--- src/rtl/mask_alu_pkg.sv ---
package mask_alu_pkg;

  localparam int VLEN            = 128;
  localparam int XLEN            = 32;
  localparam int VL_WIDTH        = $clog2(VLEN) + 1;
  localparam int ROB_ENTRY_WIDTH = 4;
  localparam int QUEUE_DEPTH     = 2;
  localparam int ROB_CREDITS     = 2;

  localparam logic [2:0] FUNCT3_OPMVV = 3'b010;

  // mask-logical funct6, low three bits follow the sub-op order below
  localparam logic [5:0] VMANDN    = 6'b011000;
  localparam logic [5:0] VMAND     = 6'b011001;
  localparam logic [5:0] VMOR      = 6'b011010;
  localparam logic [5:0] VMXOR     = 6'b011011;
  localparam logic [5:0] VMORN     = 6'b011100;
  localparam logic [5:0] VMNAND    = 6'b011101;
  localparam logic [5:0] VMNOR     = 6'b011110;
  localparam logic [5:0] VMXNOR    = 6'b011111;
  localparam logic [5:0] VWXUNARY0 = 6'b010000;
  localparam logic [5:0] VMUNARY0  = 6'b010100;

  localparam logic [4:0] VS1_VCPOP  = 5'b10000;
  localparam logic [4:0] VS1_VFIRST = 5'b10001;
  localparam logic [4:0] VS1_VMSBF  = 5'b00001;
  localparam logic [4:0] VS1_VMSOF  = 5'b00010;
  localparam logic [4:0] VS1_VMSIF  = 5'b00011;

  typedef enum logic [1:0] {
    UNIT_NONE,
    UNIT_LOGIC,
    UNIT_SCAN,
    UNIT_REDUCE
  } mask_unit_e;

  typedef enum logic [2:0] {
    SUB_ANDN,
    SUB_AND,
    SUB_OR,
    SUB_XOR,
    SUB_ORN,
    SUB_NAND,
    SUB_NOR,
    SUB_XNOR
  } mask_sub_op_e;

  // scan and reduce ops reuse the low codes, the unit tells them apart
  localparam mask_sub_op_e SUB_SBF   = SUB_ANDN;
  localparam mask_sub_op_e SUB_SIF   = SUB_AND;
  localparam mask_sub_op_e SUB_SOF   = SUB_OR;
  localparam mask_sub_op_e SUB_CPOP  = SUB_ANDN;
  localparam mask_sub_op_e SUB_FIRST = SUB_AND;

  typedef union packed {
    logic [VLEN-1:0] mask;
    struct packed {
      logic [VLEN-XLEN-1:0] zero;
      logic [XLEN-1:0]      scalar;
    } word;
  } mask_result_u;

endpackage

--- src/rtl/mask_alu_top.sv ---
module mask_alu_top import mask_alu_pkg::*; (
  input  logic                       clk,
  input  logic                       rst_n,
  input  logic                       uop_valid,
  input  logic [ROB_ENTRY_WIDTH-1:0] rob_entry,
  input  logic [5:0]                 uop_funct6,
  input  logic [2:0]                 uop_funct3,
  input  logic [4:0]                 vs1,
  input  logic                       vm,
  input  logic [VL_WIDTH-1:0]        vstart,
  input  logic [VL_WIDTH-1:0]        vl,
  input  logic [VLEN-1:0]            v0_data,
  input  logic                       v0_data_valid,
  input  logic [VLEN-1:0]            vd_data,
  input  logic                       vd_data_valid,
  input  logic [VLEN-1:0]            vs1_data,
  input  logic                       vs1_data_valid,
  input  logic [VLEN-1:0]            vs2_data,
  input  logic                       vs2_data_valid,
  input  logic                       rob_credit,
  output logic                       uop_credit,
  output logic                       result_valid,
  output logic [ROB_ENTRY_WIDTH-1:0] result_rob_entry,
  output mask_result_u               result_w_data,
  output logic                       result_w_valid,
  output logic                       result_ignore_vta,
  output logic                       result_ignore_vma
);

  mask_unit_e      unit_sel;
  mask_sub_op_e    sub_op;
  logic [VLEN-1:0] src1;
  logic [VLEN-1:0] src2;
  logic [VLEN-1:0] keep_mask;
  logic            w_valid;
  logic            ignore_vta;
  logic            ignore_vma;
  logic [VLEN-1:0] logic_result;
  logic [VLEN-1:0] scan_result;
  mask_result_u    reduce_result;

  mask_uop_decode i_decode (
    .uop_funct6     (uop_funct6),
    .uop_funct3     (uop_funct3),
    .vs1            (vs1),
    .vm             (vm),
    .vstart         (vstart),
    .vl             (vl),
    .v0_data        (v0_data),
    .v0_data_valid  (v0_data_valid),
    .vd_data_valid  (vd_data_valid),
    .vs1_data       (vs1_data),
    .vs1_data_valid (vs1_data_valid),
    .vs2_data       (vs2_data),
    .vs2_data_valid (vs2_data_valid),
    .unit_sel       (unit_sel),
    .sub_op         (sub_op),
    .src1           (src1),
    .src2           (src2),
    .keep_mask      (keep_mask),
    .w_valid        (w_valid),
    .ignore_vta     (ignore_vta),
    .ignore_vma     (ignore_vma)
  );

  mask_logic_unit i_logic (
    .sub_op (sub_op),
    .src1   (src1),
    .src2   (src2),
    .result (logic_result)
  );

  mask_scan_unit i_scan (
    .sub_op (sub_op),
    .src2   (src2),
    .result (scan_result)
  );

  mask_reduce_unit i_reduce (
    .sub_op (sub_op),
    .src2   (src2),
    .result (reduce_result)
  );

  mask_writeback_queue i_queue (
    .clk               (clk),
    .rst_n             (rst_n),
    .uop_valid         (uop_valid),
    .rob_entry         (rob_entry),
    .unit_sel          (unit_sel),
    .w_valid           (w_valid),
    .ignore_vta        (ignore_vta),
    .ignore_vma        (ignore_vma),
    .keep_mask         (keep_mask),
    .vd_data           (vd_data),
    .logic_result      (logic_result),
    .scan_result       (scan_result),
    .reduce_result     (reduce_result),
    .rob_credit        (rob_credit),
    .uop_credit        (uop_credit),
    .result_valid      (result_valid),
    .result_rob_entry  (result_rob_entry),
    .result_w_data     (result_w_data),
    .result_w_valid    (result_w_valid),
    .result_ignore_vta (result_ignore_vta),
    .result_ignore_vma (result_ignore_vma)
  );

endmodule

--- src/rtl/mask_logic_unit.sv ---
module mask_logic_unit import mask_alu_pkg::*; (
  input  mask_sub_op_e    sub_op,
  input  logic [VLEN-1:0] src1,
  input  logic [VLEN-1:0] src2,
  output logic [VLEN-1:0] result
);

  // vs2 op vs1, the n forms invert vs1
  always_comb begin
    case (sub_op)
      SUB_ANDN: result = src2 & ~src1;
      SUB_AND:  result = src2 & src1;
      SUB_OR:   result = src2 | src1;
      SUB_XOR:  result = src2 ^ src1;
      SUB_ORN:  result = src2 | ~src1;
      SUB_NAND: result = ~(src2 & src1);
      SUB_NOR:  result = ~(src2 | src1);
      SUB_XNOR: result = ~(src2 ^ src1);
      default:  result = '0;
    endcase
  end

endmodule

--- src/rtl/mask_reduce_unit.sv ---
module mask_reduce_unit import mask_alu_pkg::*; (
  input  mask_sub_op_e    sub_op,
  input  logic [VLEN-1:0] src2,
  output mask_result_u    result
);

  logic [4:0]              part_sum [VLEN/16];
  logic [VL_WIDTH-1:0]     pop_count;
  logic [$clog2(VLEN)-1:0] first_idx;

  // popcount per 16-bit slice, then add the slices
  always_comb begin
    for (int g = 0; g < VLEN / 16; g++) begin
      part_sum[g] = '0;
      for (int b = 0; b < 16; b++) begin
        part_sum[g] = part_sum[g] + 5'(src2[16 * g + b]);
      end
    end
    pop_count = '0;
    for (int g = 0; g < VLEN / 16; g++) begin
      pop_count = pop_count + VL_WIDTH'(part_sum[g]);
    end
  end

  // scanning down leaves the lowest set index
  always_comb begin
    first_idx = '0;
    for (int i = VLEN - 1; i >= 0; i--) begin
      if (src2[i]) begin
        first_idx = i[$clog2(VLEN)-1:0];
      end
    end
  end

  always_comb begin
    result.mask = '0;
    case (sub_op)
      SUB_CPOP:  result.word.scalar = XLEN'(pop_count);
      SUB_FIRST: result.word.scalar = (src2 == '0) ? '1 : XLEN'(first_idx);
      default:   result.word.scalar = '0;
    endcase
  end

endmodule

--- src/rtl/mask_scan_unit.sv ---
module mask_scan_unit import mask_alu_pkg::*; (
  input  mask_sub_op_e    sub_op,
  input  logic [VLEN-1:0] src2,
  output logic [VLEN-1:0] result
);

  logic [VLEN-1:0] first_one;
  logic [VLEN-1:0] below_first;
  logic            src_zero;

  // two's complement trick isolates the lowest set bit
  assign first_one   = src2 & (~src2 + 1'b1);
  assign below_first = first_one - 1'b1;
  assign src_zero    = src2 == '0;

  always_comb begin
    if (src_zero) begin
      result = '1;
    end else begin
      case (sub_op)
        SUB_SBF: result = below_first;
        SUB_SIF: result = below_first | first_one;
        SUB_SOF: result = first_one;
        default: result = '0;
      endcase
    end
  end

endmodule

--- src/rtl/mask_uop_decode.sv ---
module mask_uop_decode import mask_alu_pkg::*; (
  input  logic [5:0]          uop_funct6,
  input  logic [2:0]          uop_funct3,
  input  logic [4:0]          vs1,
  input  logic                vm,
  input  logic [VL_WIDTH-1:0] vstart,
  input  logic [VL_WIDTH-1:0] vl,
  input  logic [VLEN-1:0]     v0_data,
  input  logic                v0_data_valid,
  input  logic                vd_data_valid,
  input  logic [VLEN-1:0]     vs1_data,
  input  logic                vs1_data_valid,
  input  logic [VLEN-1:0]     vs2_data,
  input  logic                vs2_data_valid,
  output mask_unit_e          unit_sel,
  output mask_sub_op_e        sub_op,
  output logic [VLEN-1:0]     src1,
  output logic [VLEN-1:0]     src2,
  output logic [VLEN-1:0]     keep_mask,
  output logic                w_valid,
  output logic                ignore_vta,
  output logic                ignore_vma
);

  logic [VLEN-1:0] tail_mask;
  logic [VLEN-1:0] prestart_mask;
  logic [VLEN-1:0] active_mask;

  for (genvar i = 0; i < VLEN; i++) begin : g_bit_masks
    assign tail_mask[i]     = i < vl;
    assign prestart_mask[i] = i < vstart;
  end

  // body elements, further limited by v0 when masked
  assign active_mask = vm ? tail_mask : (tail_mask & v0_data);

  always_comb begin
    unit_sel = UNIT_NONE;
    sub_op   = SUB_ANDN;
    if (uop_funct3 == FUNCT3_OPMVV) begin
      case (uop_funct6)
        VMANDN, VMAND, VMOR, VMXOR, VMORN, VMNAND, VMNOR, VMXNOR: begin
          unit_sel = UNIT_LOGIC;
          sub_op   = mask_sub_op_e'(uop_funct6[2:0]);
        end
        VWXUNARY0: begin
          case (vs1)
            VS1_VCPOP:  begin unit_sel = UNIT_REDUCE; sub_op = SUB_CPOP;  end
            VS1_VFIRST: begin unit_sel = UNIT_REDUCE; sub_op = SUB_FIRST; end
            default:    unit_sel = UNIT_NONE;
          endcase
        end
        VMUNARY0: begin
          case (vs1)
            VS1_VMSBF: begin unit_sel = UNIT_SCAN; sub_op = SUB_SBF; end
            VS1_VMSIF: begin unit_sel = UNIT_SCAN; sub_op = SUB_SIF; end
            VS1_VMSOF: begin unit_sel = UNIT_SCAN; sub_op = SUB_SOF; end
            default:   unit_sel = UNIT_NONE;
          endcase
        end
        default: unit_sel = UNIT_NONE;
      endcase
    end
  end

  always_comb begin
    src1      = '0;
    src2      = '0;
    keep_mask = '0;
    w_valid   = 1'b0;
    case (unit_sel)
      UNIT_LOGIC: begin
        src1      = vs1_data;
        src2      = vs2_data;
        keep_mask = prestart_mask;
        w_valid   = vs1_data_valid & vs2_data_valid & vd_data_valid & vm;
      end
      UNIT_SCAN: begin
        src2      = vs2_data & active_mask;
        // masked-off body bits take the old vd
        keep_mask = vm ? '0 : (tail_mask & ~v0_data);
        w_valid   = !vs1_data_valid & vs2_data_valid & (vm | (v0_data_valid & vd_data_valid));
      end
      UNIT_REDUCE: begin
        src2    = vs2_data & active_mask;
        w_valid = !vs1_data_valid & vs2_data_valid & (vm | v0_data_valid);
      end
      default: w_valid = 1'b0;
    endcase
  end

  assign ignore_vta = (unit_sel == UNIT_LOGIC) || (unit_sel == UNIT_SCAN);
  assign ignore_vma = unit_sel == UNIT_SCAN;

endmodule

--- src/rtl/mask_writeback_queue.sv ---
module mask_writeback_queue import mask_alu_pkg::*; (
  input  logic                       clk,
  input  logic                       rst_n,
  input  logic                       uop_valid,
  input  logic [ROB_ENTRY_WIDTH-1:0] rob_entry,
  input  mask_unit_e                 unit_sel,
  input  logic                       w_valid,
  input  logic                       ignore_vta,
  input  logic                       ignore_vma,
  input  logic [VLEN-1:0]            keep_mask,
  input  logic [VLEN-1:0]            vd_data,
  input  logic [VLEN-1:0]            logic_result,
  input  logic [VLEN-1:0]            scan_result,
  input  mask_result_u               reduce_result,
  input  logic                       rob_credit,
  output logic                       uop_credit,
  output logic                       result_valid,
  output logic [ROB_ENTRY_WIDTH-1:0] result_rob_entry,
  output mask_result_u               result_w_data,
  output logic                       result_w_valid,
  output logic                       result_ignore_vta,
  output logic                       result_ignore_vma
);

  logic [VLEN-1:0]                   sel_data;
  mask_result_u                      wr_data;
  logic [ROB_ENTRY_WIDTH-1:0]        q_rob_entry [QUEUE_DEPTH];
  mask_result_u                      q_data      [QUEUE_DEPTH];
  logic                              q_w_valid   [QUEUE_DEPTH];
  logic                              q_vta       [QUEUE_DEPTH];
  logic                              q_vma       [QUEUE_DEPTH];
  logic [$clog2(QUEUE_DEPTH)-1:0]    wr_ptr;
  logic [$clog2(QUEUE_DEPTH)-1:0]    rd_ptr;
  logic [$clog2(QUEUE_DEPTH+1)-1:0]  count;
  logic [$clog2(ROB_CREDITS+1)-1:0]  rob_cnt;
  logic                              pop;

  always_comb begin
    case (unit_sel)
      UNIT_LOGIC:  sel_data = logic_result;
      UNIT_SCAN:   sel_data = scan_result;
      UNIT_REDUCE: sel_data = reduce_result.mask;
      default:     sel_data = '0;
    endcase
  end

  // kept bits come from the old vd, an invalid uop returns zero data
  assign wr_data.mask = w_valid ? ((sel_data & ~keep_mask) | (vd_data & keep_mask)) : '0;

  always_ff @(posedge clk) begin
    if (uop_valid) begin
      q_rob_entry[wr_ptr] <= rob_entry;
      q_data[wr_ptr]      <= wr_data;
      q_w_valid[wr_ptr]   <= w_valid;
      q_vta[wr_ptr]       <= ignore_vta;
      q_vma[wr_ptr]       <= ignore_vma;
    end
  end

  // head leaves whenever a ROB credit is held
  assign pop = (count != '0) && (rob_cnt != '0);

  always_ff @(posedge clk) begin
    if (!rst_n) begin
      wr_ptr  <= '0;
      rd_ptr  <= '0;
      count   <= '0;
      rob_cnt <= ($clog2(ROB_CREDITS+1))'(ROB_CREDITS);
    end else begin
      if (uop_valid) begin
        wr_ptr <= wr_ptr + 1'b1;
      end
      if (pop) begin
        rd_ptr <= rd_ptr + 1'b1;
      end
      case ({uop_valid, pop})
        2'b10:   count <= count + 1'b1;
        2'b01:   count <= count - 1'b1;
        default: count <= count;
      endcase
      case ({rob_credit, pop})
        2'b10:   rob_cnt <= rob_cnt + 1'b1;
        2'b01:   rob_cnt <= rob_cnt - 1'b1;
        default: rob_cnt <= rob_cnt;
      endcase
    end
  end

  assign result_valid      = pop;
  assign uop_credit        = pop;
  assign result_rob_entry  = q_rob_entry[rd_ptr];
  assign result_w_data     = q_data[rd_ptr];
  assign result_w_valid    = q_w_valid[rd_ptr];
  assign result_ignore_vta = q_vta[rd_ptr];
  assign result_ignore_vma = q_vma[rd_ptr];

endmodule

--- config.mk ---
export PLATFORM = sky130hd
export DESIGN_NAME = mask_alu_top
export DESIGN_NICKNAME = d
export VERILOG_FILES = /design/src/rtl/mask_alu_pkg.sv /design/src/rtl/mask_alu_top.sv /design/src/rtl/mask_logic_unit.sv /design/src/rtl/mask_reduce_unit.sv /design/src/rtl/mask_scan_unit.sv /design/src/rtl/mask_uop_decode.sv /design/src/rtl/mask_writeback_queue.sv
export SDC_FILE = /design/constraint.sdc
export NUM_CORES = 2
export LEC_CHECK = 0
export BUFFER_PORTS_ARGS = -buffer_cell sky130_fd_sc_hd__buf_2
export CAP_MARGIN = 15
export CORE_UTILIZATION = 26
export CTS_BUF_LIST = sky130_fd_sc_hd__clkbuf_8
export CTS_CLUSTER_SIZE = 16
export DETAILED_ROUTE_END_ITERATION = 8
export PLACE_DENSITY = 0.47
export SLEW_MARGIN = 15
export SYNTH_ARGS = -nofsm -noshare
export SYNTH_HDL_FRONTEND = slang
export SYNTH_SLANG_ARGS = --single-unit
--- constraint.sdc ---
create_clock -name clk -period 28.8 [get_ports clk]
set_clock_uncertainty 0.05 [all_clocks]
set_input_delay 1.44 -clock clk [delete_from_list [all_inputs] [get_ports clk]]
set_output_delay 1.44 -clock clk [all_outputs]
set_load 0.03 [all_outputs]
==> results.md <==
* Die Wd at 434 um
* Routed WL per cell at 38.2 um
* Fin. Hold Viols at 0
* Ys async rst share at 0%
* Syn nets at 7803
* I/O Buffers at 691
* R2R cell count at 3
* Sequential element share of the synthesized area at 17.0%
* Slowest cell on crit path: fa_1
* Vias in the first global route at 53000
* CP bufs+invs at 9
* Final setup violation count at 0
* Mapped Area at 48600 um2
* Crit path from: uop_funct6[5]
* TritonCTS Buffers at 49
* Fill cell total of the finished layout at 20100
* Power Dens Cells at 24.8 nW/um2
* Worst skew pair latency at 0.68 ns
* Peak supply drop at 0.0383 mV
* Final ANT Viol Nets at 0
* EDFF count, synth at 270
* Post-synthesis cell count at 6430
* Clock root buffer: clkbuf_8
* Most common cell on crit path: fa_1
* Post-DP HPWL at 290000 um
* Reg clk slew, reported paths at 0.06 ns
* Slew headroom at 2.73%
* Site Rows at 158
* Largest net degree at the start of global routing at 118
* Flip-flop and latch count after synthesis at 277
* Total power at 0.00140 W
* Synth cell types at 112
* Area contributors post-synth: ha_1, edfxtp_1, o21ai_0, a21oi_1, nand2_1
* Net count, final at 8316
* Sink Count at 277
* Placed Area at 55400 um2
* Hold Crit Class: flop to flop
* DRC at 0
* TritonCTS clock tree: built
* Synth area leader: ha_1
* Hold buffers post-CTS at 0
* PostCTS Resize Cnt at 0
* Initial antenna violation count at 56
* Crit path time final at 13.43 ns
* Fmax achieved at 74.5 MHz
* Nature of the critical path endpoint: flop
* Area of the multi-input gates at 37100 um2
* Storage cell area at 8250 um2
* GRT Resource Usage Total at 36.7%
* Detailed Route Iter0 Violations at 9158
* # Post-CTS Setup Buffers at 0
* Synthesis-to-layout area growth at 16.2%
* CP required at 29.33 ns
* Yosys synthesis warning count at 0
* GRT Residual Overflow at 0
* Post-Route WL at 363000 um
* Critical Path Source Type: primary input
* Placer Congestion at 1.05
* Data arrival time of the worst path at 13.96 ns
* Core area at 186000 um2
* Top fanout value on the critical path at 99
* DIE AREA at 189000 um2
* Initial Utilization at 26.2%
* Worst Path Class, Setup: primary input to flop
* Syn avg cell area at 7.56 um2
* Height of the chip at 434 um
* Hold depth at 2
* CP top delay family: adder cells
* Max-cap violation count at 0
* Reg2Reg Setup Slack at 25.86 ns
* Primary FF master, synth: edfxtp_1
* Cell leakage power at 25.7 nW
* RSZ-0062 raised after global routing: no
* Worst Hold End: i_queue.count[1]
* Final Slew Violations at 0
* Clock buffer depth at 3
* Post-synth top area share at 18.4%
* Tcrit/Tclk final at 46.6%
* First-pass GRT wire length at 476000 um
* Vias at 58800
* FF-to-FF End: i_queue.q_data[1][127]
* Via-to-Cell Ratio at 6.19
* Ratio of cells with drive above 1 in the final layout at 18.5%
* Outcome: complete, no violations
* Worst Tran Pin Value at 1.44 ns
* # IOs at 692
* Fin area at 56500 um2
* 1st-pass router iterations at 6
* Min-delay src: i_queue.count[1]
* Setup_tns at 0 ns
* H-tree depth at 2
* R2r startpoint: i_queue.wr_ptr
* Worst stage delay on the critical path at 0.60 ns
-- routing by layer --
layer	vias to the layer above	global-route usage, %	share of wire, %
met3	707	9.18	11
met4	20	20.9	6.7
li1	24700	-	-
met1	29400	50.7	43
met5	-	0	0.033
met2	3965	51.1	40
-- cell families after synthesis --
logic type                 after synthesis  share of synthesized area (%)
AOI/OAI and AO/OA                     2201                           28.3
and+or+nand+nor                       2024                           19.9
buffers and inverters                  889                           7.32
adders and majority gates              818                           22.7
DFF                                    277                           17.0
muxes                                  180                           4.05
xor gates and xnor gates                41                          0.739
-- per-stage QoR --
step	hold WS, ns	instances	worst slack, ns	utilization (%)
2_1_floorplan	0.414	6430	16.63	-
3_3_place_gp	0.429	9369	14.99	29.8
3_5_place_dp	0.449	9370	14.81	29.8
4_1_cts	0.454	9455	15.55	30.4
5_1_grt	0.474	9471	14.93	30.4
6_report	0.455	9487	15.37	30.4
-- layout by cell type, fill, tap and decap left out, types with 31 or more instances in the layout --
master,netlist,routed
o22ai_1,78,77
a22oi_1,40,39
and2_1,33,32
o211ai_1,110,110
a31oi_1,108,108
ha_1,714,710
xnor2_1,39,39
clkbuf_8,0,54
buf_4,10,244
nor2_1,515,505
nand4_1,81,81
o21ai_0,671,659
o21ai_1,37,45
a221oi_1,33,33
o221ai_1,135,135
a2111oi_0,45,45
nor3_1,126,122
o2111ai_1,31,31
and3_1,38,37
a211oi_1,96,95
nand3_1,189,186
edfxtp_1,270,270
fa_1,104,104
nor2b_1,70,68
buf_2,46,690
mux2i_1,45,45
o21a_1,56,56
nand2_1,689,685
a21oi_1,552,549
inv_1,399,417
nor4_1,61,59
mux2_2,135,135
-- final cells by class --
class	count	share of cell area, %
well taps	2480	5.50
flip-flops and latches	277	14.6
multi-input cells	5264	65.8
repair buffers	942	9.59
clock buffers	54	1.32
diodes	30	0.133
inverters	409	2.72
clock inverters	31	0.379
-- registers in the layout, indices dropped and copies added (netlist names), named ones only --
name,count
i_queue.q_rob_entry,8
i_queue.q_vma,2
i_queue.q_vta,2
i_queue.count,2
i_queue.rd_ptr,1
i_queue.rob_cnt,2
i_queue.wr_ptr,1
i_queue.q_data,256
i_queue.q_w_valid,2
-- how the worst max path moves through the flow --
stage | endpoint | slack [ns] | cells after the start
final | i_queue.q_data[1][7] | 15.37 | 38
after global routing | i_queue.q_data[1][7] | 14.93 | 38
after CTS | i_queue.q_data[1][7] | 15.55 | 38
after detailed placement | i_queue.q_data[0][7] | 14.81 | 38
after global placement | i_queue.q_data[0][7] | 14.99 | 38
after floorplan | i_queue.q_data[0][7] | 16.63 | 43
-- power breakdown --
part           switching, W  leakage [nW]  internal (W)
registers         0.0000172          2.47      0.000464
logic              0.000371          22.7      0.000170
clock network      0.000180         0.560      0.000198
total              0.000569          25.7      0.000832
-- worst min-delay path, cell delays in order (launching register included) --
cell and delay (ns):
dfxtp_1 0.32, o21ai_0 0.07, a21boi_0 0.07
-- Yosys cell counts, types with 28 or more instances --
cell and count:
a2111oi_0 45, xnor2_1 39, o21ai_0 671, nand2_1 689
nand4_1 81, buf_2 46, a31oi_1 108, or3_1 30
o221ai_1 135, fa_1 104, o211ai_1 110, a211oi_1 96
inv_1 399, nor2b_1 70, o21ai_1 37, nand3_1 189
buf_1 44, clkbuf_1 363, nor4_1 61, o31ai_1 28
o22ai_1 78, a21oi_1 552, nor3_1 126, a221oi_1 33
and3_1 38, nor2_1 515, ha_1 714, mux2_2 135
and2_1 33, edfxtp_1 270, mux2i_1 45, a22oi_1 40
o21a_1 56, o2111ai_1 31
Power figures use the tool's default switching activity.
